### src/logic/cpuCfg.svh
`ifndef CPU_CFG_SVH
`define CPU_CFG_SVH

// Halfword address width of the whole memory
// Half of the halfwords sit in each bank
`define CPU_MEM_HALFADDR_BITS 10

// Program counter width, counted in halfwords
`define CPU_INSTR_HALFADDR_BITS 10

// Size of the register file
// Register 0 reads as zero
`define CPU_REG_COUNT 16

`endif

### src/logic/cpuPkg.sv
`include "cpuCfg.svh"

package cpuPkg;

   // Opcode field, bits 14 to 11 of the first halfword
   // Bit 15 set marks a long instruction with imm16 in the second halfword
   typedef enum logic [3:0] {
      OP_ADD  = 4'h0,
      OP_SUB  = 4'h1,
      OP_AND  = 4'h2,
      OP_OR   = 4'h3,
      OP_MOVI = 4'h4,
      OP_HALT = 4'h5,
      OP_LI   = 4'h8,
      OP_ADDI = 4'h9,
      OP_LD   = 4'hA,
      OP_ST   = 4'hB,
      OP_BEQ  = 4'hC,
      OP_JMP  = 4'hD
   } opcode_t;

   // Fetch to compute
   // First halfword in bits 15 to 0
   typedef struct packed {
      logic                                valid;
      logic                                isLong;
      logic [`CPU_INSTR_HALFADDR_BITS-1:0] pc;
      logic [31:0]                         instruction;
   } fetchOut_t;

   // Redirect from compute back to fetch
   typedef struct packed {
      logic                                request;
      logic                                relMode;
      logic [`CPU_INSTR_HALFADDR_BITS-1:0] target;
   } branchReq_t;

   // 32-bit data access, addr is a word index
   typedef struct packed {
      logic                               en;
      logic                               wen;
      logic [`CPU_MEM_HALFADDR_BITS-2:0]  addr;
      logic [31:0]                        wdata;
   } memReq_t;

   // One 16-bit bank port
   typedef struct packed {
      logic                               en;
      logic                               wen;
      logic [`CPU_MEM_HALFADDR_BITS-2:0]  addr;
      logic [15:0]                        wdata;
   } bankPort_t;

endpackage

### src/logic/memArbiter.sv
`timescale 1ns/1ps
`include "cpuCfg.svh"

// Bank steering between loader, data access and fetch
module memArbiter (
   input  logic                              CLK,
   input  logic                              arstN,
   input  logic                              run,
   input  logic                              loadWen,
   input  logic [`CPU_MEM_HALFADDR_BITS-1:0] loadAddr,
   input  logic [15:0]                       loadWdata,
   output logic [15:0]                       loadRdata,
   input  logic [`CPU_MEM_HALFADDR_BITS-2:0] fetchLowAddr,
   input  logic [`CPU_MEM_HALFADDR_BITS-2:0] fetchHighAddr,
   input  logic                              fetchStall,
   input  cpuPkg::memReq_t                   memReq,
   output logic [31:0]                       memRdata,
   output logic [15:0]                       fetchLowData,
   output logic [15:0]                       fetchHighData,
   output cpuPkg::bankPort_t                 lowPort,
   output cpuPkg::bankPort_t                 highPort,
   input  logic [15:0]                       lowRdata,
   input  logic [15:0]                       highRdata
);

   localparam int MemBits = `CPU_MEM_HALFADDR_BITS;

   // Bank picked by the last loader address
   logic loadSelHigh;

   always_comb begin
      lowPort = '0;
      highPort = '0;
      if (!run) begin
         // Loader owns memory, bit 0 picks the bank
         lowPort.en = !loadAddr[0];
         lowPort.wen = loadWen && !loadAddr[0];
         lowPort.addr = loadAddr[MemBits-1:1];
         lowPort.wdata = loadWdata;
         highPort.en = loadAddr[0];
         highPort.wen = loadWen && loadAddr[0];
         highPort.addr = loadAddr[MemBits-1:1];
         highPort.wdata = loadWdata;
      end else if (fetchStall) begin
         // Both banks form one data word
         lowPort.en = memReq.en;
         lowPort.wen = memReq.wen;
         lowPort.addr = memReq.addr;
         lowPort.wdata = memReq.wdata[15:0];
         highPort.en = memReq.en;
         highPort.wen = memReq.wen;
         highPort.addr = memReq.addr;
         highPort.wdata = memReq.wdata[31:16];
      end else begin
         // Instruction fetch, read only
         lowPort.en = 1'b1;
         lowPort.addr = fetchLowAddr;
         highPort.en = 1'b1;
         highPort.addr = fetchHighAddr;
      end
   end

   always_ff @(posedge CLK or negedge arstN) begin
      if (!arstN) begin
         loadSelHigh <= 1'b0;
      end else begin
         loadSelHigh <= loadAddr[0];
      end
   end

   // Read data lines up with the bank select from one cycle back
   assign loadRdata = loadSelHigh ? highRdata : lowRdata;
   assign memRdata = {highRdata, lowRdata};
   assign fetchLowData = lowRdata;
   assign fetchHighData = highRdata;

endmodule

### config.mk
export PLATFORM = sky130hd
export DESIGN_NAME = memArbiter
export DESIGN_NICKNAME = d
export VERILOG_FILES = /design/src/logic/cpuPkg.sv /design/src/logic/memArbiter.sv
export VERILOG_INCLUDE_DIRS = /design/src /design/src/logic
export SDC_FILE = /design/constraint.sdc
export NUM_CORES = 1
export LEC_CHECK = 0
export BUFFER_PORTS_ARGS = -buffer_cell sky130_fd_sc_hd__buf_2
export CAP_MARGIN = 40
export CORE_AREA = 2 2 101 103
export DETAILED_ROUTE_END_ITERATION = 10
export DIE_AREA = 0 0 103 105
export PLACE_DENSITY = 0.55
export SETUP_SLACK_MARGIN = 0.05
export SLEW_MARGIN = 20
export SYNTH_ARGS = -nofsm -noshare
export SYNTH_HDL_FRONTEND = slang
export SYNTH_SLANG_ARGS = --single-unit
### constraint.sdc
create_clock -name CLK -period 1.1 [get_ports CLK]
set_input_delay 0.165 -clock CLK [delete_from_list [all_inputs] [get_ports CLK]]
set_output_delay 0.165 -clock CLK [all_outputs]
set_load 0.01 [all_outputs]
* Yosys cells after proc, flatten, opt, wreduce, memory -nomap -nowiden
Cells that the tools add are included.
Storage, ports and cells: flip-flop bits (word level) 1, logic and storage cells 13, output and inout bits 134
Operators by class: reductions and logical operators 3, muxes and demuxes 9
Operators by type and width (number):
- $mux 27 | 2
- $mux 16 | 3
- $mux 9 | 2
- $logic_and 1x1->1 | 2
- $mux 1 | 2
- $logic_not 1->1 | 1

* Logic depth before layout (Yosys ltp)
Gate-level depths: netlist of run 1.
word-level depth 3, depth in mapped cells 5

* Worst setup path before layout of run 1
Ideal clock, no wire load.
path kind reg2out, start register loadSelHigh, end output port loadRdata[10], buffers on the path 2, stages on the path, launching flop included 4, slack -115 ps, arrival time 1050 ps, cell sequence dfrtp_1 buf_2 buf_2 mux2_2
Between the ends: cells in the longest elaborated chain, start to end 1
Ends and longest elaborated chain:
- start: declaration | line memArbiter.sv:29 | logic loadSelHigh;
- start signal: assignment | line memArbiter.sv:67 | loadSelHigh <= loadAddr[0];
- $mux 16 | line memArbiter.sv:72 | assign loadRdata = loadSelHigh ? highRdata : lowRdata;
- end: declaration | line memArbiter.sv:12 | output logic [15:0] loadRdata,
Every way passes these cells.

* Final worst setup path of run 1
start register loadSelHigh, end output port loadRdata[1]
Same word-level chain as after synthesis.

==> flow_metrics.tcl, run 1 <==
set metrics [dict create \
    outcome "finished, violations left" \
    violations "negative setup slack" \
    diodes 0 \
    drcViolationCount 0 \
    fin_nets 524 \
    grt_pass1_wl_mm 9.03 \
    numPortBuffers 257 \
    drive_gt1_share_pct 77.6 \
    setup_violations 16 \
    synth_top_area_share_pct 32.4 \
    min_path_type "in -> reg" \
    critPathMaxFanout 16 \
    wl_met1_mm 2.67 \
    top_layer "met4" \
    layout_common_cells "buf_2 (242), a21o_1 (32), nand2b_1 (15), buf_6 (14), mux2_4 (13)" \
    fin_cells 531 \
    met3_length_um 613 \
    antenna_found_initial 0 \
    dp_hpwl_mm 5.55 \
    max_freq_mhz 856 \
    routed_wl_mm 7.09 \
    hold_path_end "loadSelHigh" \
    cp.required_ps 940 \
    fin_area_sq_um 2860 \
    area.growth.synth_to_final_pct 92.8 \
    ant_nets 0 \
    ioPinCount 258 \
    syn_area_per_cell_sq_um 7.26 \
    synth_xor_area_share_pct 0 \
    cts_setup_buffers 0 \
    crit_family "flip-flops" \
    grt_pass1_vias 1893 \
    critPathCaptureType "output pin" \
    slew_headroom_pct 78.9 \
    path_class "reg -> out" \
    gp_congestion 0.688 \
    vias 2114 \
    die_x_um 103 \
    regMostFlops "loadSelHigh" \
    dieHeight_um 105 \
    grt_max_degree 23 \
    synth_compound_area_share_pct 29.4 \
    core_area_sq_um 9640 \
    placed_area_sq_um 2480 \
    cp-start-kind "register" \
    yosysWarnings 0 \
    tns_ps -671 \
    largest_reg_flops 1 \
    crit_chain "buf_12 > mux2_2 > buf_2" \
    ys_seq_area_share_pct 1.69 \
    synth_mux_area_share_pct 12.2 \
    slowest_delay_ps 350 \
    initialDrtViolationCount 63 \
    ys_ff_latch 1 \
    worstPathArrival_ps 1000 \
    hold_slack_ps 358 \
    clk_pin_slew_ps 0 \
    dr_wl_met2_mm 3.76 \
    layout_min_cycle_time_ps 1170 \
    fin_ws_ps -68.6 \
    worstHoldStart "loadAddr[0]" \
    final_common_cell "buf_2" \
    grt_overflow 0 \
    synth-simple-area-share_pct 17.5 \
    synth-adder-area-share_pct 0 \
    slowest_stage "dfrtp_1" \
    drt-wirelength-per-cell_um 13.4 \
    path_buf_inv 2 \
    rsz0062_at_grt "true" \
    track_usage_pct 10.3 \
    fp-row-count 36 \
    cap_violations 0 \
    dieArea_sq_um 10800 \
    yosys-top-cells-area "buf_4 (32%), a21o_1 (16%), mux2_2 (12%)" \
    syn_area_sq_um 1480 \
    dpl_worst_slack_ps -115 \
    vdd_drop_max_v 0.000197 \
    initial_utilization_pct 15.4 \
    synth_nets 328 \
    fillers 1051 \
    maxSlewViolCount 0 \
    hold_depth 1 \
    synth_cells 204 \
    place_inst 523 \
    power.density_nw_per_um2 474 \
    synth_top_family_by_area "buffers and inverters" \
    largestRegisters "loadSelHigh (1)" \
    finalHoldViolCount 0 \
    dr.pass1.iters 4 \
    yosysTopAreaCell "buf_4" \
    synthDistinctLibCells 17 \
    startpoint "loadSelHigh" \
    vias_per_cell 3.98 \
    p_leak_nw 1.79 \
    finalCritPeriodShare_pct 106 \
    worst_pin_slew_ps 316 \
]
[through the flow]
stage	power, mW	utilization, %
6_report	1.36	29.6
5_1_grt	1.46	29.6
4_1_cts	1.27	27.4
3_5_place_dp	1.17	25.7
3_3_place_gp	1.16	25.7
2_1_floorplan	0.740	-
[worst max-delay path by stage]
| stage | end | slack (ps) | depth (start not counted) |
|---|---|---|---|
| after CTS | loadRdata[1] | -80 | 3 |
| after global routing | loadRdata[14] | -100 | 3 |
| after global placement | lowPort[25] | -100 | 4 |
| final | loadRdata[1] | -70 | 3 |
| after floorplan | loadRdata[10] | 4 | 3 |
| after detailed placement | lowPort[25] | -110 | 4 |
[logic make-up (layout without fill, tap and decap cells)]
| family | after synthesis | after routing |
|---|---|---|
| flops | 1 | 1 |
| buf+inv | 79 | 270 |
| simple gates | 45 | 48 |
| compound gates | 63 | 63 |
| mux | 16 | 16 |
[cells in the mapped netlist]
library cell / number
a32o_1: 2
dfrtp_1: 1
buf_4: 64
nor2_1: 9
nand2b_1: 18
buf_6: 5
clkbuf_1: 2
inv_1: 2
nand2_1: 1
and2_4: 1
mux2_2: 16
buf_2: 6
a21boi_0: 9
a21o_1: 32
a2bb2oi_1: 2
a21oi_1: 18
nor2b_1: 16
[power breakdown]
group / leakage [nW] / switching, mW / internal (mW)
Clock: 0 / 0 / 0
Combinational: 1.78 / 0.607 / 0.707
Sequential: 0.0117 / 0.00148 / 0.0394
Total: 1.79 / 0.609 / 0.747
[per-layer routing]
layer | vias up | global-route usage (%)
li1 | 1015 | -
met1 | 944 | 12.1
met2 | 151 | 20.5
met3 | 4 | 0.334
met4 | 0 | 0.846
met5 | - | 0
[repair_timing]
item                                   4_1_cts  5_1_grt
hold buffers                                 1        0
gates resized for setup                     36       28
pin swaps                                    4       12
endpoints found under the hold margin        1        0
cloned                                       3        4
setup endpoints to repair                   69       43
[layout make-up]
type	count	area, sq um	share of cell area (%)
multi-input combinational	127	1070	37.6
tap	133	166	5.83
timing repair buffer	268	1580	55.5
sequential	1	25.0	0.876
inverter	2	7.51	0.263
Note: power is estimated with default switching activity, not from simulation.
==> run 2, diff against run 1 <==
--- a/config.mk
+++ b/config.mk
@@ -12,7 +12,6 @@
 export DETAILED_ROUTE_END_ITERATION = 10
 export DIE_AREA = 0 0 103 105
 export PLACE_DENSITY = 0.55
-export SETUP_SLACK_MARGIN = 0.05
 export SLEW_MARGIN = 20
 export SYNTH_ARGS = -nofsm -noshare
 export SYNTH_HDL_FRONTEND = slang
==> run 2 against run 1 <==
The flow still finishes with violations (negative setup slack). Sequential cell count unchanged. Maximum frequency increased by 1.2%. Routed wire length decreased by 2.0%. Critical path type unchanged.
==> flow_metrics.tcl, run 2 (synthesis results as in run 1) <==
set metrics [dict create \
    outcome "finished, violations left" \
    violations "negative setup slack" \
    drcViolationCount 0 \
    slew_headroom_pct 82.4 \
    routed_wl_mm 6.95 \
    area.growth.synth_to_final_pct 85.1 \
    slowest_delay_ps 350 \
    path_buf_inv 2 \
    ioPinCount 258 \
    vias 2127 \
    initialDrtViolationCount 59 \
    fp-row-count 36 \
    place_inst 522 \
    vdd_drop_max_v 0.000189 \
    slowest_stage "dfrtp_1" \
    grt_max_degree 19 \
    largestRegisters "loadSelHigh (1)" \
    path_class "reg -> out" \
    power.density_nw_per_um2 476 \
    cap_violations 0 \
    p_leak_nw 1.71 \
    die_x_um 103 \
    critPathMaxFanout 16 \
    finalCritPeriodShare_pct 105 \
    critPathCaptureType "output pin" \
    cp-start-kind "register" \
    placed_area_sq_um 2420 \
    initial_utilization_pct 15.4 \
    fin_nets 520 \
    setup_violations 16 \
    crit_path_end "loadRdata[11]" \
    numPortBuffers 257 \
    fin_area_sq_um 2740 \
    maxSlewViolCount 0 \
    crit_chain "buf_12 > mux2_2 > buf_6" \
    crit_cells 3 \
    fillers 1067 \
    largest_reg_flops 1 \
    layout_common_cells "buf_2 (241), a21o_1 (32), nand2b_1 (17), buf_6 (17)" \
    core_area_sq_um 9640 \
    drt-wirelength-per-cell_um 13.2 \
    ant_nets 0 \
    finalHoldViolCount 0 \
    grt_pass1_wl_mm 9.14 \
    antenna_found_initial 0 \
    cp.required_ps 940 \
    layout_min_cycle_time_ps 1150 \
    fin_cells 527 \
    dieHeight_um 105 \
    drive_gt1_share_pct 77.4 \
    grt_overflow 0 \
    diodes 0 \
    max_freq_mhz 866 \
    grt_pass1_vias 1949 \
    final_common_cell "buf_2" \
    dp_hpwl_mm 5.58 \
    crit_family "flip-flops" \
    track_usage_pct 10.4 \
    min_path_type "in -> reg" \
    tns_ps -752 \
    rsz0062_at_grt "true" \
    gp_congestion 0.715 \
    dieArea_sq_um 10800 \
    vias_per_cell 4.04 \
    fin_ws_ps -54.5 \
    regMostFlops "loadSelHigh" \
    dr.pass1.iters 5 \
    worstPathArrival_ps 990 \
    clk_pin_slew_ps 0 \
    startpoint "loadSelHigh" \
    worst_pin_slew_ps 264 \
    power_mw 1.30 \
]
[run 2: changes by cell type in the layout (fill, tap and decap cells not counted), moves of 4 or more]
| cell | delta |
|---|---|
| nor2_2 | +4 |
| a21boi_4 | -4 |
| mux2_4 | -10 |
| a21boi_2 | +4 |
| mux2_2 | +10 |
| nor2_1 | -4 |
[run 2: final cells by class]
class	instances	area (sq um)	area share (%)
Timing Repair Buffer	266	1550	56.6
Multi-Input combinational cell	125	990	36.1
Tap cell	133	166	6.07
Sequential cell	1	25.0	0.913
Inverter	2	7.51	0.274
[run 2: where the power goes]
part,total [mW],leakage [nW],switching (mW),internal [mW]
Clock,0,0,0,0
Combinational,1.26,1.70,0.597,0.666
Sequential,0.0409,0.0117,0.00153,0.0394
[run 2: metal layers]
metal	share of wire [%]	track usage [%]	vias to the layer above
li1	-	-	1005
met1	36	10.8	956
met2	54	22.0	162
met3	8.7	0.669	4
met4	1.2	1.32	0
met5	0	0	-
[run 2: stage by stage]
step	worst slack [ps]	utilization [%]	hold WS [ps]
final	-54.5	28.4	351
after global routing	-97.3	28.4	370
after CTS	-67.5	27.1	364
after detailed placement	-108	25.1	-58.7
after global placement	-87.3	25.1	-58.3
after floorplan	2.84	-	-131
[run 2: worst min-delay path by stage]
stage	startpoint	endpoint	slack, ps	depth (start not counted)
2_1_floorplan	arstN	loadSelHigh	-130	0
3_3_place_gp	arstN	loadSelHigh	-60	1
3_5_place_dp	arstN	loadSelHigh	-60	1
4_1_cts	loadAddr[0]	loadSelHigh	360	1
5_1_grt	loadAddr[0]	loadSelHigh	370	1
6_report	loadAddr[0]	loadSelHigh	350	1
[run 2: timing repair]
action	CTS	global route
endpoints found under the setup margin	68	40
setup buffers	0	0
hold endpoints to repair	1	0
resized for setup	42	21
pin swaps	1	3
hold buffers	1	0
gates cloned	2	2
