File: config.mk
export PLATFORM = sky130hd
export DESIGN_NAME = computeStage
export DESIGN_NICKNAME = d
export VERILOG_FILES = /design/src/logic/cpuPkg.sv /design/src/logic/regFile.sv /design/src/logic/computeStage.sv
export VERILOG_INCLUDE_DIRS = /design/src /design/src/logic
export SDC_FILE = /design/constraint.sdc
export NUM_CORES = 2
export LEC_CHECK = 0
export BUFFER_PORTS_ARGS = -buffer_cell sky130_fd_sc_hd__buf_2
export CAP_MARGIN = 0
export CORE_ASPECT_RATIO = 0.6
export CORE_MARGIN = 2
export CORE_UTILIZATION = 65
export DETAILED_ROUTE_END_ITERATION = 6
export PLACE_DENSITY = 0.88
export REMOVE_ABC_BUFFERS = 1
export SYNTH_ARGS = -nofsm -noshare
export SYNTH_HDL_FRONTEND = slang
export SYNTH_SLANG_ARGS = --single-unit
File: constraint.sdc
create_clock -name CLK -period 19.1 [get_ports CLK]
set_clock_uncertainty 0.2 [all_clocks]
set_input_delay 5.73 -clock CLK [delete_from_list [all_inputs] [get_ports CLK]]
set_output_delay 5.73 -clock CLK [all_outputs]
set_load 0.02 [all_outputs]
File: src/logic/cpuCfg.svh
`ifndef CPU_CFG_SVH
`define CPU_CFG_SVH

// Halfword address width of the whole memory
// Half of the halfwords sit in each bank
`define CPU_MEM_HALFADDR_BITS 10

// Program counter width, counted in halfwords
`define CPU_INSTR_HALFADDR_BITS 10

// Size of the register file
// Register 0 reads as zero
`define CPU_REG_COUNT 16

`endif

File: src/logic/cpuPkg.sv
`include "cpuCfg.svh"

package cpuPkg;

   // Opcode field, bits 14 to 11 of the first halfword
   // Bit 15 set marks a long instruction with imm16 in the second halfword
   typedef enum logic [3:0] {
      OP_ADD  = 4'h0,
      OP_SUB  = 4'h1,
      OP_AND  = 4'h2,
      OP_OR   = 4'h3,
      OP_MOVI = 4'h4,
      OP_HALT = 4'h5,
      OP_LI   = 4'h8,
      OP_ADDI = 4'h9,
      OP_LD   = 4'hA,
      OP_ST   = 4'hB,
      OP_BEQ  = 4'hC,
      OP_JMP  = 4'hD
   } opcode_t;

   // Fetch to compute
   // First halfword in bits 15 to 0
   typedef struct packed {
      logic                                valid;
      logic                                isLong;
      logic [`CPU_INSTR_HALFADDR_BITS-1:0] pc;
      logic [31:0]                         instruction;
   } fetchOut_t;

   // Redirect from compute back to fetch
   typedef struct packed {
      logic                                request;
      logic                                relMode;
      logic [`CPU_INSTR_HALFADDR_BITS-1:0] target;
   } branchReq_t;

   // 32-bit data access, addr is a word index
   typedef struct packed {
      logic                               en;
      logic                               wen;
      logic [`CPU_MEM_HALFADDR_BITS-2:0]  addr;
      logic [31:0]                        wdata;
   } memReq_t;

   // One 16-bit bank port
   typedef struct packed {
      logic                               en;
      logic                               wen;
      logic [`CPU_MEM_HALFADDR_BITS-2:0]  addr;
      logic [15:0]                        wdata;
   } bankPort_t;

endpackage

File: src/logic/regFile.sv
`timescale 1ns/1ps
`include "cpuCfg.svh"

// General registers, two reads and one write
module regFile (
   input  logic                               CLK,
   input  logic                               arstN,
   input  logic [$clog2(`CPU_REG_COUNT)-1:0]  rAddrA,
   input  logic [$clog2(`CPU_REG_COUNT)-1:0]  rAddrB,
   output logic [31:0]                        rDataA,
   output logic [31:0]                        rDataB,
   input  logic                               wEn,
   input  logic [$clog2(`CPU_REG_COUNT)-1:0]  wAddr,
   input  logic [31:0]                        wData
);

   // Register 0 has no storage
   logic [31:0] regs [1:`CPU_REG_COUNT-1];

   always_ff @(posedge CLK or negedge arstN) begin
      if (!arstN) begin
         for (int i = 1; i < `CPU_REG_COUNT; i++) begin
            regs[i] <= '0;
         end
      end else if (wEn && wAddr != '0) begin
         regs[wAddr] <= wData;
      end
   end

   assign rDataA = (rAddrA == '0) ? '0 : regs[rAddrA];
   assign rDataB = (rAddrB == '0) ? '0 : regs[rAddrB];

endmodule

File: src/logic/computeStage.sv
`timescale 1ns/1ps
`include "cpuCfg.svh"

// Decode and execute
module computeStage (
   input  logic                                CLK,
   input  logic                                arstN,
   input  logic                                run,
   input  cpuPkg::fetchOut_t                   fetchIn,
   output cpuPkg::branchReq_t                  branch,
   output logic                                fetchStall,
   output cpuPkg::memReq_t                     memReq,
   input  logic [31:0]                         memRdata,
   output logic                                halted,
   output logic [`CPU_INSTR_HALFADDR_BITS-1:0] pc
);

   localparam int PcBits = `CPU_INSTR_HALFADDR_BITS;
   localparam int WordBits = `CPU_MEM_HALFADDR_BITS - 1;
   localparam int RegBits = $clog2(`CPU_REG_COUNT);

   typedef enum logic [1:0] {
      stExec,
      stLoadWait,
      stHalted
   } state_t;

   state_t state;
   // Destination of the load in flight
   logic [RegBits-1:0] loadRd;

   cpuPkg::opcode_t opcode;
   logic [RegBits-1:0] rd;
   logic [RegBits-1:0] rs;
   logic [15:0] imm16;
   logic [31:0] immSext;
   logic [31:0] rdVal;
   logic [31:0] rsVal;
   logic execute;
   logic isMem;
   logic [31:0] aluRes;
   logic aluWrite;
   logic [31:0] effAddr;
   logic regWen;
   logic [RegBits-1:0] regWaddr;
   logic [31:0] regWdata;

   // Instruction fields
   assign opcode = cpuPkg::opcode_t'(fetchIn.instruction[14:11]);
   assign rd = fetchIn.instruction[10:7];
   assign rs = fetchIn.instruction[6:3];
   assign imm16 = fetchIn.instruction[31:16];
   assign immSext = {{16{imm16[15]}}, imm16};

   // Only a fresh valid word in the exec state runs
   assign execute = run && state == stExec && fetchIn.valid;
   assign isMem = opcode == cpuPkg::OP_LD || opcode == cpuPkg::OP_ST;

   regFile u_regFile (
      .CLK    (CLK),
      .arstN  (arstN),
      .rAddrA (rd),
      .rAddrB (rs),
      .rDataA (rdVal),
      .rDataB (rsVal),
      .wEn    (regWen),
      .wAddr  (regWaddr),
      .wData  (regWdata)
   );

   // ALU, rd is both source and destination
   always_comb begin
      aluRes = '0;
      aluWrite = 1'b0;
      case (opcode)
         cpuPkg::OP_ADD: begin
            aluRes = rdVal + rsVal;
            aluWrite = 1'b1;
         end
         cpuPkg::OP_SUB: begin
            aluRes = rdVal - rsVal;
            aluWrite = 1'b1;
         end
         cpuPkg::OP_AND: begin
            aluRes = rdVal & rsVal;
            aluWrite = 1'b1;
         end
         cpuPkg::OP_OR: begin
            aluRes = rdVal | rsVal;
            aluWrite = 1'b1;
         end
         cpuPkg::OP_MOVI: begin
            aluRes = {28'd0, fetchIn.instruction[3:0]};
            aluWrite = 1'b1;
         end
         cpuPkg::OP_LI: begin
            aluRes = immSext;
            aluWrite = 1'b1;
         end
         cpuPkg::OP_ADDI: begin
            aluRes = rdVal + immSext;
            aluWrite = 1'b1;
         end
         default: begin
            aluRes = '0;
            aluWrite = 1'b0;
         end
      endcase
   end

   // Word index, wraps to the bank depth
   assign effAddr = rsVal + immSext;

   assign memReq.en = execute && isMem;
   assign memReq.wen = execute && opcode == cpuPkg::OP_ST;
   assign memReq.addr = effAddr[WordBits-1:0];
   assign memReq.wdata = rdVal;

   // One stall cycle for ST, two for LD
   assign fetchStall = (execute && isMem) || state == stLoadWait;

   // BEQ offset in halfwords, JMP absolute
   assign branch.request = execute &&
      ((opcode == cpuPkg::OP_BEQ && rdVal == rsVal) || opcode == cpuPkg::OP_JMP);
   assign branch.relMode = opcode == cpuPkg::OP_BEQ;
   assign branch.target = imm16[PcBits-1:0];

   // Load data arrives the cycle after the address
   always_comb begin
      if (run && state == stLoadWait) begin
         regWen = 1'b1;
         regWaddr = loadRd;
         regWdata = memRdata;
      end else begin
         regWen = execute && aluWrite;
         regWaddr = rd;
         regWdata = aluRes;
      end
   end

   always_ff @(posedge CLK) begin
      if (execute && opcode == cpuPkg::OP_LD) begin
         loadRd <= rd;
      end
   end

   always_ff @(posedge CLK or negedge arstN) begin
      if (!arstN) begin
         state <= stExec;
         pc <= '0;
      end else if (!run) begin
         state <= stExec;
         pc <= '0;
      end else begin
         case (state)
            stExec: begin
               if (fetchIn.valid) begin
                  // Architectural PC tracks the last executed word
                  pc <= fetchIn.pc;
                  if (opcode == cpuPkg::OP_LD) begin
                     state <= stLoadWait;
                  end else if (opcode == cpuPkg::OP_HALT) begin
                     state <= stHalted;
                  end
               end
            end
            stLoadWait: state <= stExec;
            // Stay halted until run drops
            default: state <= stHalted;
         endcase
      end
   end

   assign halted = state == stHalted;

endmodule

Yosys cells after proc, flatten, opt, wreduce, memory -nomap -nowiden:

Cells that the tools add are included.

* register bits: 496
* bits of input ports: 79
* output and inout bits: 67
* word-level logic and storage cells: 95

* add/sub/neg operators: 4
* order comparisons: 4
* equality and inequality tests: 18
* mux-type cells: 24
* bitwise gates (word level): 5
* reduce and logical (&&, ||, !) cells: 22

Operator list (number)
* 480-bit bitwise mux: 1
* 32-bit binary-select mux with 4-bit select: 2
* 32-bit 2-to-1 mux: 8
* 32-bit one-hot mux with 7 select lines: 1
* 32-bit demux with 4-bit select: 1
* 32-bit adder: 2
* 32-bit bitwise AND: 1
* 32-bit equality test: 1
* 32-bit OR: 1
* 32-bit subtractor: 1
* 10-bit 2-to-1 mux: 3
* 4-bit equality test (second input constant): 6
* 5-bit >= comparator (second input constant): 3
* 4-bit inverter with 5-bit output: 3
* 4-bit logical NOT: 3
* 1-bit logical AND: 11
* 9-bit adder: 1
* 4-bit by 2-bit equality test with 1-bit output (second input constant): 2
* 4-bit by 3-bit equality test with 1-bit output (second input constant): 2
* 2-bit 2-to-1 mux: 4
* 7-bit OR reduction: 1
* 5-bit by 1-bit less-than comparator with 1-bit output (second input constant): 1
* 4-bit by 1-bit equality test with 1-bit output (second input constant): 1
* 4-bit 2-to-1 mux: 1
* other kinds (11): 16

Logic depth before layout (Yosys ltp):

* word-level depth: 9
* mapped depth: 22
* mapped depth without buffers: 17

Cells and area by module:

A second synthesis with hierarchy kept.

* cell total of the unflattened synthesis: 2911
* area, all modules: 33409.5 um2

Modules (own cells, without submodules)
* regFile: times used 1, cells each 1908, area an instance 26279.0 um2, sequential area each 12011.5 um2
* computeStage: times used 1, cells each 1003, area an instance 7130.6 um2, sequential area each 420.4 um2

Worst setup path before layout:

Ideal clock, no wire load.

* path type: input-to-output
* start: input port fetchIn[7] (netlist name)
* end: output port branch[11] (netlist name)
* arrival time: 9.693 ns
* data required time: 13.170 ns
* setup slack: 3.477 ns
* cell stages on the path: 14
* buffers on the path: 5
* cell sequence: clkbuf_1 > buf_2 > buf_2 > buf_1 > mux4_2 > mux4_2 > ha_1 > buf_2 > nand4_1 > nor3_1 > nand2_1 > nor4_1 > a31oi_1 > nor2b_1

RTL lines
* start: declaration: line computeStage.sv:9 `input cpuPkg::fetchOut_t fetchIn,`
* end: declaration: line computeStage.sv:10 `output cpuPkg::branchReq_t branch,`

==> impl_metrics.json <==
{
  "status": "completed",
  "r2r_slack_ns": 12.99,
  "yosysSeqAreaShare_pct": 38.9,
  "tns_ns": 0,
  "nFillCells": 3255,
  "yosys_most_used_dff": "dfrtp_1",
  "clk_pin_slew_ns": 0.07,
  "synth-async-reset-ratio_pct": 99.2,
  "grt_pass1_wl_um": 165000,
  "worstMarginPinSlew_ns": 1.47,
  "crit_fanout": 80,
  "port_buffers": 143,
  "cts_setup_buffers": 0,
  "ctsResizeCount": 0,
  "gp_congestion": 1.06,
  "area_growth_syn_to_layout_pct": 8.10,
  "drc": 0,
  "power.density_nw_per_um2": 81.2,
  "yosys_warnings": 0,
  "cpPeakStageDelay_ns": 0.95,
  "critPathArrivalTime_ns": 10.75,
  "dp_hpwl_um": 71200,
  "fmax_mhz": 59.9,
  "end_kind": "output pin",
  "finalWorstSetupSlack_ns": 2.42,
  "finalSetupViolCount": 0,
  "power_mw": 2.80,
  "pwr-share-seq_pct": 41.3,
  "antenna_left": 0,
  "antenna_cells": 0,
  "grt_max_degree": 103,
  "power_frac_clock_pct": 37.1,
  "vias_per_cell": 7.32,
  "ys_seq_elements": 496,
  "drtIter0Drc": 4436,
  "nNetsFinal": 3292,
  "reg2reg_depth": 12,
  "cp_num_buf_inv": 3,
  "syn_area_per_cell_um2": 10.3,
  "p_switching_mw": 0.859,
  "min_path_cells": 1,
  "cts_tree": "yes",
  "yosysUniqueCellTypes": 87,
  "grt_usage_pct": 43.0,
  "cp_top_family": "simple AND/OR/NAND/NOR gates",
  "synth_edf_count": 4,
  "grt_pass1_vias": 27500,
  "initial_core_util_pct": 66.3,
  "core_um2": 48200,
  "fin_hold_ws_ns": 0.303,
  "r2r_end": "u_regFile.regs[22]",
  "clkLatencyLatePin_ns": 0.59,
  "required_ns": 13.17,
  "place_ws_ns": 2.78,
  "sw_frac_of_total_pct": 30.6,
  "hold_viol_final": 0,
  "drv_slew": 0,
  "cts_buffers": 47,
  "clk_path_buf_depth": 3,
  "antenna_found_initial": 1,
  "post_drt_wl_per_cell_um": 29.0,
  "synth_area_um2": 31900,
  "slowest_stage": "nor2b_4",
  "drt_first_pass_iters": 6,
  "root_buffer": "clkbuf_16",
  "ios": 146,
  "syn_inst": 3096,
  "ir_worst_vdd_mv": 0.0718,
  "p_comb_share_pct": 21.7,
  "crit_type": "in2out",
  "die_w_um": 290,
  "intPower_mw": 1.94,
  "p_leak_nw": 15.7,
  "rsz0062_at_grt": "no",
  "die-area_um2": 51000,
  "max-slew-margin-rel_pct": 1.68,
  "clock_sinks": 496,
  "period_needed_ns": 16.68,
  "min_path_type": "reg2reg",
  "max-cap-violations": 0,
  "critical_path.most_common_cell": "nand2_1",
  "grt_overflow_total": 0,
  "num_rows": 62,
  "drive_gt1_share_pct": 22.4,
  "post-route-period-util_pct": 87.3,
  "die_height_um": 176,
  "cp-startpoint": "fetchIn[4]",
  "start_kind": "primary input",
  "worstPathCellList": "buf_6, nor2b_4, a22o_1, mux4_2, inv_1, ha_1, nand2_1, nor3_1, nand2_1, nor4_1, a31oi_1, nor2b_1, buf_2",
  "hold_buffers": 0,
  "cts.htree.levels": 2,
  "reg2reg_from": "u_regFile.regs[143]",
  "crit_path_end": "branch[11]",
  "final_util_pct": 71.7,
  "crit_cells": 13,
  "routed_wl_um": 109000,
  "vias": 27500
}
sequential cells by signal, summed over array words and instances, names as in the netlist:
name	cells
pc	10
u_regFile.regs	480
state	2
loadRd	4
power by group through the flow:
| stage | Sequential (mW) | Combinational, mW | Clock [mW] |
|---|---|---|---|
| 2_1_floorplan | 1.16 | 0.375 | 0 |
| 3_3_place_gp | 1.16 | 0.565 | 0 |
| 3_5_place_dp | 1.17 | 0.582 | 0 |
| 4_1_cts | 1.15 | 0.587 | 1.04 |
| 5_1_grt | 1.16 | 0.645 | 1.08 |
| 6_report | 1.16 | 0.607 | 1.04 |
cell usage in the layout (no fill, tap or decap), types with 25 or more instances in the layout:
cell       netlist  layout
a21oi_1        129     129
a22o_1          70      70
a31oi_1         46      46
and2_1          29      29
buf_2           42     138
buf_4           10      43
clkbuf_16        0      48
dfrtp_1        492     492
ha_1           134     134
inv_1          100     100
mux2_2         131     131
mux4_2         251     251
nand2_1        640     630
nand3_1         25      25
nor2_1         138     137
o21ai_0        270     270
o31ai_1         35      35
xnor2_1         33      33
cells by family (layout without fill, tap and decap cells):
family,Yosys count,in the layout,synth area share (%)
xor+xnor,55,55,1.51
mux,399,399,23.1
fa+ha+maj,137,137,5.44
flops,496,496,38.9
buf+inv,357,375,4.55
simple gates,910,910,11.8
compound gates,742,742,14.8
how the worst min path moves through the flow:
stage / start / slack, ns / endpoint
2_1_floorplan: u_regFile.regs[387] / 0.26 / u_regFile.regs[387]
3_3_place_gp: u_regFile.regs[202] / 0.27 / u_regFile.regs[202]
3_5_place_dp: pc[0] / 0.28 / pc[0]
4_1_cts: pc[2] / 0.30 / pc[2]
5_1_grt: pc[2] / 0.31 / pc[2]
6_report: pc[2] / 0.30 / pc[2]
through the flow:
stage / cells / cell area, um2
final: 3754 / 34500
after global routing: 3754 / 34500
after CTS: 3754 / 34500
after detailed placement: 3667 / 32800
after global placement: 3667 / 32800
after floorplan: 2839 / 30900
routing by layer:
| layer | wire length (um) | vias up | track usage [%] |
|---|---|---|---|
| li1 | - | 11200 | - |
| met1 | 39100 | 13400 | 57.3 |
| met2 | 46100 | 2348 | 62.2 |
| met3 | 17300 | 538 | 16.6 |
| met4 | 6180 | 4 | 21.0 |
| met5 | 32 | - | 0 |
layout make-up:
cell class              count  area, um2  share of cell area [%]
multi-input cells        2243      18100                    52.5
repair buffers            188       1120                    3.23
inverters                 100        375                    1.09
flip-flops and latches    496      12400                    36.0
well taps                 640        801                    2.32
clock inverters            26        365                    1.06
clock buffers              61       1320                    3.82
cells in the mapped netlist, types with 33 or more instances:
cell	count	area, um2
buf_2	42	210
a31oi_1	46	288
nor2_1	138	518
ha_1	134	1680
o31ai_1	35	263
dfrtp_1	492	12300
a22o_1	70	613
nand2_1	640	2400
mux4_2	251	5650
a21oi_1	129	646
mux2_2	131	1480
clkbuf_1	171	642
o21ai_0	270	1350
xnor2_1	33	289
inv_1	100	375
Power figures use the tool's default switching activity.
