--- src/logic/cpuCfg.svh ---
`ifndef CPU_CFG_SVH
`define CPU_CFG_SVH

// Halfword address width of the whole memory
// Half of the halfwords sit in each bank
`define CPU_MEM_HALFADDR_BITS 10

// Program counter width, counted in halfwords
`define CPU_INSTR_HALFADDR_BITS 10

// Size of the register file
// Register 0 reads as zero
`define CPU_REG_COUNT 16

`endif

--- src/logic/cpuPkg.sv ---
`include "cpuCfg.svh"

package cpuPkg;

   // Opcode field, bits 14 to 11 of the first halfword
   // Bit 15 set marks a long instruction with imm16 in the second halfword
   typedef enum logic [3:0] {
      OP_ADD  = 4'h0,
      OP_SUB  = 4'h1,
      OP_AND  = 4'h2,
      OP_OR   = 4'h3,
      OP_MOVI = 4'h4,
      OP_HALT = 4'h5,
      OP_LI   = 4'h8,
      OP_ADDI = 4'h9,
      OP_LD   = 4'hA,
      OP_ST   = 4'hB,
      OP_BEQ  = 4'hC,
      OP_JMP  = 4'hD
   } opcode_t;

   // Fetch to compute
   // First halfword in bits 15 to 0
   typedef struct packed {
      logic                                valid;
      logic                                isLong;
      logic [`CPU_INSTR_HALFADDR_BITS-1:0] pc;
      logic [31:0]                         instruction;
   } fetchOut_t;

   // Redirect from compute back to fetch
   typedef struct packed {
      logic                                request;
      logic                                relMode;
      logic [`CPU_INSTR_HALFADDR_BITS-1:0] target;
   } branchReq_t;

   // 32-bit data access, addr is a word index
   typedef struct packed {
      logic                               en;
      logic                               wen;
      logic [`CPU_MEM_HALFADDR_BITS-2:0]  addr;
      logic [31:0]                        wdata;
   } memReq_t;

   // One 16-bit bank port
   typedef struct packed {
      logic                               en;
      logic                               wen;
      logic [`CPU_MEM_HALFADDR_BITS-2:0]  addr;
      logic [15:0]                        wdata;
   } bankPort_t;

endpackage

--- src/logic/fetchStage.sv ---
`timescale 1ns/1ps
`include "cpuCfg.svh"

// Fetch over two interleaved halfword banks
module fetchStage (
   input  logic                                CLK,
   input  logic                                arstN,
   input  logic                                run,
   input  logic                                stall,
   input  cpuPkg::branchReq_t                  branch,
   output logic [`CPU_MEM_HALFADDR_BITS-2:0]   lowAddr,
   output logic [`CPU_MEM_HALFADDR_BITS-2:0]   highAddr,
   input  logic [15:0]                         lowData,
   input  logic [15:0]                         highData,
   output cpuPkg::fetchOut_t                   fetchOut,
   output logic [`CPU_INSTR_HALFADDR_BITS-1:0] pc
);

   localparam int PcBits = `CPU_INSTR_HALFADDR_BITS;
   localparam int MemBits = `CPU_MEM_HALFADDR_BITS;

   // PC of the word now on the bank outputs
   logic [PcBits-1:0] pcQ;
   // That word came from a real fetch on the current path
   logic validQ;

   logic [15:0] firstHalf;
   logic [15:0] secondHalf;
   logic isLong;
   logic [PcBits-1:0] seqPc;
   logic [PcBits-1:0] fetchPc;
   logic [PcBits-1:0] redirectPc;
   logic [MemBits-1:0] memPc;
   logic [MemBits-1:0] memPcNext;

   // Odd PC puts the first halfword in the high bank
   assign firstHalf = pcQ[0] ? highData : lowData;
   assign secondHalf = pcQ[0] ? lowData : highData;

   // Length from bit 15 of the first halfword
   assign isLong = firstHalf[15];
   assign seqPc = pcQ + (isLong ? PcBits'(2) : PcBits'(1));

   // No valid word back means retry the held PC
   assign fetchPc = validQ ? seqPc : pcQ;

   // High bank at PC/2, low bank at (PC+1)/2
   // Yields halfwords PC and PC+1 in the same cycle
   assign memPc = MemBits'(fetchPc);
   assign memPcNext = memPc + 1'b1;
   assign highAddr = memPc[MemBits-1:1];
   assign lowAddr = memPcNext[MemBits-1:1];

   // Relative target counts from the branch's own PC
   assign redirectPc = branch.relMode ? pcQ + branch.target : branch.target;

   assign pc = fetchPc;

   assign fetchOut.valid = validQ;
   assign fetchOut.isLong = isLong;
   assign fetchOut.pc = pcQ;
   assign fetchOut.instruction = {secondHalf, firstHalf};

   always_ff @(posedge CLK or negedge arstN) begin
      if (!arstN) begin
         pcQ <= '0;
         validQ <= 1'b0;
      end else if (!run) begin
         // Restart from PC 0 once run rises
         pcQ <= '0;
         validQ <= 1'b0;
      end else if (branch.request) begin
         // Drop the wrong-path word already in flight
         pcQ <= redirectPc;
         validQ <= 1'b0;
      end else begin
         // Banks are lent out during a stall
         // so the next word is fetched again afterwards
         pcQ <= fetchPc;
         validQ <= !stall;
      end
   end

endmodule

--- config.mk ---
export PLATFORM = sky130hd
export DESIGN_NAME = fetchStage
export DESIGN_NICKNAME = d
export VERILOG_FILES = /design/src/logic/cpuPkg.sv /design/src/logic/fetchStage.sv
export VERILOG_INCLUDE_DIRS = /design/src /design/src/logic
export SDC_FILE = /design/constraint.sdc
export NUM_CORES = 1
export LEC_CHECK = 0
export BUFFER_PORTS_ARGS = -buffer_cell sky130_fd_sc_hd__clkbuf_2
export CAP_MARGIN = 25
export CORE_MARGIN = 8
export CORE_UTILIZATION = 35
export CTS_CLUSTER_SIZE = 30
export DETAILED_ROUTE_END_ITERATION = 10
export PLACE_DENSITY = 0.68
export SYNTH_ARGS = -nofsm -noshare
export SYNTH_HDL_FRONTEND = slang
export SYNTH_SLANG_ARGS = --single-unit
--- constraint.sdc ---
create_clock -name CLK -period 7.6 [get_ports CLK]
set_input_delay 0.38 -clock CLK [delete_from_list [all_inputs] [get_ports CLK]]
set_output_delay 0.38 -clock CLK [all_outputs]
set_load 0.1 [all_outputs]
Word level (Yosys, flattened, before mapping)
Index checks and enable logic that the tools add are counted.
- output and inout bits: 72
- word-level logic and storage cells: 15
- register bits after elaboration: 11
- input bits: 48
- add/subtract/negate cells: 3
- muxes and demuxes: 9
- reductions and logical operators: 1
- operators with widths (operator ; count):
    10-bit 2-to-1 mux ; 4
    16-bit 2-to-1 mux ; 2
    10-bit by 1-bit adder with 10-bit output, second input constant ; 1
    10-bit adder ; 1
    10-bit by 2-bit adder with 10-bit output ; 1
    1-bit 2-to-1 mux ; 2
    2-bit 2-to-1 mux ; 1
    1-bit logical NOT ; 1

Logic depth before layout (Yosys ltp)
Gate-level depths: netlist of the first run.
- depth after elaboration: 6
- gate-level depth with buffers: 12
- mapped depth without buffers: 10

Least setup slack after synthesis of the first run
No wires, ideal clock.
- kind: reg2out
- from: register pcQ[0]
- to: output lowAddr[6]
- path slack: 0.182 ns
- arrival time: 7.038 ns
- required time: 7.220 ns
- stages on the path, launching flop included: 12
- path through: dfrtp_1 -> clkbuf_1 -> clkbuf_1 -> mux2i_1 -> ha_1 -> inv_1 -> fa_1 -> nand4b_2 -> xnor2_1 -> nor3b_2 -> nand3_1 -> xnor2_1
- word-level cells in the longest chain between the ends: 5
- RTL lines (element ; line ; text):
    from (decl) ; fetchStage.sv:23 ; logic [PcBits-1:0] pcQ;
    from (signal assigned) ; fetchStage.sv:74 ; pcQ <= redirectPc;
    from (signal assigned) ; fetchStage.sv:79 ; pcQ <= fetchPc;
    16-bit 2-to-1 mux ; fetchStage.sv:37 ; assign firstHalf = pcQ[0] ? highData : lowData;
    2-bit 2-to-1 mux ; fetchStage.sv:42 ; assign seqPc = pcQ + (isLong ? PcBits'(2) : PcBits'(1));
    10-bit by 2-bit adder with 10-bit output * ; fetchStage.sv:42 ;
    10-bit 2-to-1 mux * ; fetchStage.sv:45 ; assign fetchPc = validQ ? seqPc : pcQ;
    net highAddr[3] ; fetchStage.sv:12 ; output logic [`CPU_MEM_HALFADDR_BITS-2:0] highAddr,
    10-bit by 1-bit adder with 10-bit output * ; fetchStage.sv:50 ; assign memPcNext = memPc + 1'b1;
    to (decl) ; fetchStage.sv:11 ; output logic [`CPU_MEM_HALFADDR_BITS-2:0] lowAddr,
The timed path passes the listed nets; every way through them passes the cells marked *.

Worst setup path in the final report of the first run
- from: register pcQ[0]
- to: output lowAddr[6]
- word-level cells in the longest chain between the ends: 5
- RTL lines (element ; line):
    16-bit 2-to-1 mux ; fetchStage.sv:37
    2-bit 2-to-1 mux ; fetchStage.sv:42
    10-bit by 2-bit adder with 10-bit output ; fetchStage.sv:42
    10-bit 2-to-1 mux * ; fetchStage.sv:45
    10-bit by 1-bit adder with 10-bit output * ; fetchStage.sv:50
Every way passes the cells marked *; elsewhere a longest branch is shown, timed or not.

==> results.cfg, run 1 <==
[global_route]
grt_first_pass_wirelength_mm = 10.35
grt_pass1_vias = 2058
track_usage_pct = 15.17
grt_max_degree = 37
grt-ovfl-total = 0
antenna_found_initial = 0

[synthesis]
syn_area_per_cell_sq_um = 8.629
synth_ff_type = dfrtp_1
syn_inst = 222
synth_edf_count = 0
ys_seq_elements = 11
yosysUniqueCellTypes = 48
async_reset_ff_share_pct = 100.0
yosys_warnings = 0
postSynthNetCount = 284
synth_area_sq_um = 1916
yosysSeqAreaShare_pct = 14.37

[critical_path]
slowest_delay_ps = 530
crit_path_end_kind = output port
critPathMostFrequentCell = xnor2_1
start_kind = flip-flop
r2r_slack_ps = 4820
cp_data_required_time_ps = 7220
crit_fanout = 36
crit_slowest_cell = xnor2_1
path_cells = buf_4, ha_1, inv_1, fa_1, nand2b_1, xnor2_1, nand2_2, nor3b_2, nand3_1, xnor2_1, clkbuf_2
crit_type = flip-flop to output port
cp.arrival_ps = 3670

[min_path]
worstHoldPathType = input pin to asynchronous set/reset pin

[place]
postPlaceCellArea_sq_um = 2472
pre_cts_slack_ps = 3741
gp_congestion = 0.9270
dpl.hpwl_mm = 5.549
io_buffer_count = 119

[route]
wire_per_inst_um = 16.16
firstDrtPassIters = 4
via_per_inst = 5.214
drc = 0
drtIter0Drc = 100
wl_mm = 6.431
ant_nets = 0
vias = 2075

[finish]
drive_above_1_share_pct = 50.00
final_cell_area_sq_um = 2517
layout_commonest_cell = clkbuf_2
final_nets = 389
layout_common_cells = clkbuf_2 (119), mux2_2 (32), o21ai_0 (18), ha_1 (12)
area_delta_synth_final_pct = 31.42
antenna-diode-count = 0
fillers = 535

[clock_network]
clk_latency_ps = 240
ctsHoldBuffers = 0
cts_resized = 0
clock-root-buffer = clkbuf_8
cts.sinks = 11
cts_tree = done
cts_setup_buffers = 0
clk_path_buf_depth = 2
cts_buffers = 3
path_clk_slew_ps = 50
h-tree-depth = 1

[timing]
timing.final.crit_share_pct = 53.29
rsz0062_at_grt = no
layout_setup_ws_ps = 3550
relSlewSlack_pct = 57.79
timing.hold.ws_ps = 4.244
fin_skew_ps = 4.839
layout_min_cycle_time_ps = 4050
tightest_slew_ps = 628.6
fmaxAchievable_ghz = 0.2469
setup_tns_ps = 0
drv_slew = 0
hold_violations = 0
setup_viol = 0

[power]
pwr-share-comb_pct = 77.3
switching_share_pct = 68.38
ir_drop_v = 0.00008558
power.leakage_uw = 0.001283
switching_power_uw = 398.0
pwr-share-clk_pct = 9.9
p_int_uw = 184.1
pwr-share-seq_pct = 12.9
p_per_area_nw_per_um2 = 231.2

[floorplan]
boundaryPins = 120
die_h_um = 89.98
std_cell_rows = 27
initial_core_util_pct = 35.44
fp.coreArea_sq_um = 5405
die_x_um = 89.98
die_area_sq_um = 8096

[run_status]
status = complete, no violations

[flow_run]
cap_viol_max_count = 0
==> area by class of cell <==
type / count / area [sq um] / area share (%)
tap: 72 / 90.09 / 3.579
inverter: 11 / 41.29 / 1.640
timing repair buffer: 120 / 603.1 / 23.96
clock buffer: 4 / 45.04 / 1.789
sequential: 11 / 275.3 / 10.93
multi-input combinational: 180 / 1463 / 58.10
==> cell usage after synthesis, drive strengths merged, types with 2 or more instances <==
library cell  instances  share of area, %
mux2i                 7               3.7
nand2                11               2.3
ha                   12               7.8
o21a                  2              0.78
a211oi                4               1.6
nor3                  4               1.0
nor2                 10               2.0
clkbuf                5              0.98
o31a                  2              0.91
xnor2                11               5.0
nand3b                2              0.78
o21ai                18               4.7
buf                  15               6.1
dfrtp                11                14
nand4b                3               1.7
nand3                11               3.1
nand2b                5               1.6
fa                    2               2.1
inv                  11               2.2
nor2b                 3              0.98
a31oi                 3              0.98
o22ai                 2              0.65
a21oi                10               3.2
xor2                  8               4.0
o221ai                2               1.2
mux2                 32                19
nor3b                 2               1.0
a21o                  3               1.2
==> layer usage <==
metal | vias to the layer above | global-route usage [%] | wire length [um]
met5 | - | 0 | 0
met4 | 0 | 4.161 | 59
met3 | 5 | 3.824 | 579
met2 | 119 | 27.79 | 3215
met1 | 946 | 16.81 | 2577
li1 | 1005 | - | -
==> through the flow <==
| step | power, uW | instances | utilization [%] |
|---|---|---|---|
| 2_1_floorplan | 461.7 | 222 | - |
| 3_5_place_dp | 526.8 | 394 | 45.74 |
| 6_report | 582.1 | 398 | 46.57 |
| 3_3_place_gp | 523.8 | 394 | 45.74 |
| 5_1_grt | 605.0 | 398 | 46.57 |
| 4_1_cts | 586.1 | 398 | 46.57 |
==> cell families (layout without fill, tap and decap cells) <==
group           Yosys count  after routing  synth area share (%)
fa+ha+maj                14             14                 9.928
xor+xnor                 19             19                 9.079
compound gates           49             49                 16.59
flops                    11             11                 14.37
mux                      39             39                 22.47
simple gates             59             59                 18.29
buf+inv                  31            135                 9.275
==> sequential cells by signal, indices dropped and copies added, names as in the netlist <==
signal,flops
pcQ,10
validQ,1
==> worst max-delay path, delay by kind of cell, from the launching register on <==
| kind | cells | cell delay [ps] |
|---|---|---|
| buffers and inverters | 3 | 940 |
| DFF | 1 | 360 |
| and+or+nand+nor | 4 | 720 |
| xor gates and xnor gates | 2 | 700 |
| adders and majority gates | 2 | 720 |
==> worst paths after layout <==
| path | startpoint | to | cells past startpoint |
|---|---|---|---|
| worst max-delay path | pcQ[0] | lowAddr[6] | 11 |
| worst min-delay path | arstN | pcQ[9] | 1 |
| worst max register to register | pcQ[0] | pcQ[6] | 9 |
| worst min register to register | pcQ[9] | pcQ[9] | 2 |
| max in group asynchronous | arstN | pcQ[0] | 1 |
| min in group CLK | stall | validQ | 2 |
==> power by group through the flow <==
| stage | Clock (uW) | Sequential, uW | Combinational, uW |
|---|---|---|---|
| after floorplan | 0 | 108 | 354 |
| after global placement | 0 | 75.3 | 449 |
| after detailed placement | 0 | 75.4 | 451 |
| after CTS | 59.4 | 74.5 | 452 |
| after global routing | 61.2 | 75.6 | 468 |
| final | 57.4 | 74.8 | 450 |
Note: power is estimated with default switching activity, not from simulation.
==> run 2: changes to the inputs <==
--- a/config.mk
+++ b/config.mk
@@ -12,7 +12,7 @@
 export CORE_UTILIZATION = 35
 export CTS_CLUSTER_SIZE = 30
 export DETAILED_ROUTE_END_ITERATION = 10
-export PLACE_DENSITY = 0.68
+export PLACE_DENSITY = 0.7
 export SYNTH_ARGS = -nofsm -noshare
 export SYNTH_HDL_FRONTEND = slang
 export SYNTH_SLANG_ARGS = --single-unit
==> constraint.sdc (replaced) <==
create_clock -name CLK -period 3.3 [get_ports CLK]
set_input_delay 0.165 -clock CLK [delete_from_list [all_inputs] [get_ports CLK]]
set_output_delay 0.165 -clock CLK [all_outputs]
set_load 0.1 [all_outputs]
==> run 2 against run 1 <==
Net effect:
- via count barely moved
- clock power up 140%
- non-clock buffer count grew 9
- cell count up 2.3%
- clock-buffer cell count did not move
- combinational power grew to 2.6 times the previous value
- sequential cell count is the same
- sequential power is 140% higher
- critical path type unchanged
==> results.cfg, run 2 (synthesized netlist as in run 1, its figures left out) <==
[power]
power.leakage_uw = 0.001538
ir_drop_v = 0.0002494
p_per_area_nw_per_um2 = 460.2

[floorplan]
die_h_um = 89.98
boundaryPins = 120
fp.coreArea_sq_um = 5405
die_x_um = 89.98
initial_core_util_pct = 35.44
std_cell_rows = 27
die_area_sq_um = 8096

[route]
via_per_inst = 5.096
wire_per_inst_um = 15.69
drc = 0
vias = 2074
drtIter0Drc = 89
firstDrtPassIters = 4
ant_nets = 0
wl_mm = 6.384

[timing]
timing.hold.ws_ps = 78.44
layout_min_cycle_time_ps = 3191
setup_tns_ps = 0
timing.final.crit_share_pct = 96.70
fmaxAchievable_ghz = 0.3134
setup_viol = 0
drv_slew = 0
relSlewSlack_pct = 62.42
fin_skew_ps = 0.8517
hold_violations = 0
tightest_slew_ps = 566.1

[place]
gp_congestion = 0.8188
postPlaceCellArea_sq_um = 3139
dpl.hpwl_mm = 5.535
io_buffer_count = 119

[global_route]
grt_first_pass_wirelength_mm = 10.92
grt_max_degree = 36
track_usage_pct = 15.85
grt-ovfl-total = 0
grt_pass1_vias = 2156
antenna_found_initial = 0

[finish]
final_nets = 398
seq_area_sq_um = 279.0
area_delta_synth_final_pct = 71.72
drive_above_1_share_pct = 61.49
top_regs = pcQ (10), validQ (1)
layout_commonest_cell = clkbuf_2
multi_input_area_sq_um = 1852
fillers = 463
top_register = pcQ
antenna-diode-count = 0
layout_common_cells = clkbuf_2 (100), mux2_2 (32), buf_12 (20), o21ai_0 (16), dfrtp_1 (10)
largest_reg_flops = 10
final_cell_area_sq_um = 3289

[clock_network]
clock-root-buffer = clkbuf_8
path_clk_slew_ps = 50
clk_latency_ps = 240
h-tree-depth = 1
cts.sinks = 11
clk_path_buf_depth = 2
cts_tree = done
cts_buffers = 3

[min_path]
worstHoldPathType = input pin to flip-flop
whs_endpoint = validQ
hold_path_depth = 2
min_from = stall

[critical_path]
cp_data_required_time_ps = 3130
r2r_slack_ps = 570
crit_type = flip-flop to output port
crit_path_end_kind = output port
crit_fanout = 4
worstReg2RegEnd = pcQ[6]
rr_worst_depth = 11
r2r-start = pcQ[0]
start_kind = flip-flop
cp.arrival_ps = 3030

[flow_run]
cap_viol_max_count = 0

[run_status]
status = complete, no violations
run 2: what timing repair did:
action | in CTS | in global routing
hold buffers | 1 | 0
pin swaps | 3 | 5
setup endpoints to repair | 2 | 6
buffers inserted | 1 | 4
gates cloned | 0 | 0
resized for setup | 4 | 4
endpoints found under the hold margin | 11 | 0
run 2: critical path, stage by stage, from the launching register on:
cell      delay [ps]
dfrtp_4          510
mux2i_4          270
ha_4             180
inv_2             40
fa_2             410
nand4b_4         240
buf_12           190
xnor2_4          150
nor3b_4          240
nand3_2          150
xnor2_4          210
buf_12           190
run 2: through the flow:
stage          power (uW)  setup slack (ps)  instances  util, %
3_5_place_dp         1372             74.73        397    58.08
4_1_cts              1518             3.535        403    59.77
2_1_floorplan        1144             -1097        222        -
3_3_place_gp         1360             125.8        397    58.08
6_report             1514             109.0        407    60.86
5_1_grt              1574            -10.03        407    60.86
run 2: worst max-delay path by stage:
| stage | startpoint | slack [ps] | endpoint | depth (start not counted) |
|---|---|---|---|---|
| 2_1_floorplan | pcQ[0] | -1100 | lowAddr[6] | 11 |
| 3_5_place_dp | pcQ[0] | 70 | lowAddr[8] | 10 |
| 6_report | pcQ[0] | 110 | lowAddr[6] | 11 |
| 5_1_grt | pcQ[0] | -10 | lowAddr[6] | 11 |
| 3_3_place_gp | pcQ[0] | 130 | lowAddr[8] | 10 |
| 4_1_cts | pcQ[0] | 4 | lowAddr[8] | 11 |
run 2: final cells by class:
type	count	share of cell area [%]
multi-input cells	180	56.30
repair buffers	129	29.52
flip-flops and latches	11	8.482
well taps	72	2.739
inverters	11	1.598
clock buffers	4	1.369
run 2: report_power, final:
group / switching (uW) / leakage [uW] / internal, uW
clock: 51.6 / 0.0000228 / 84.9
sequential: 35.3 / 0.000142 / 147
combinational: 876 / 0.00137 / 319
run 2: metal layers:
layer	GRT usage [%]	wire, um
met1	18.62	2623
met2	28.65	3284
met3	2.328	396
met4	5.132	80
met5	0	0
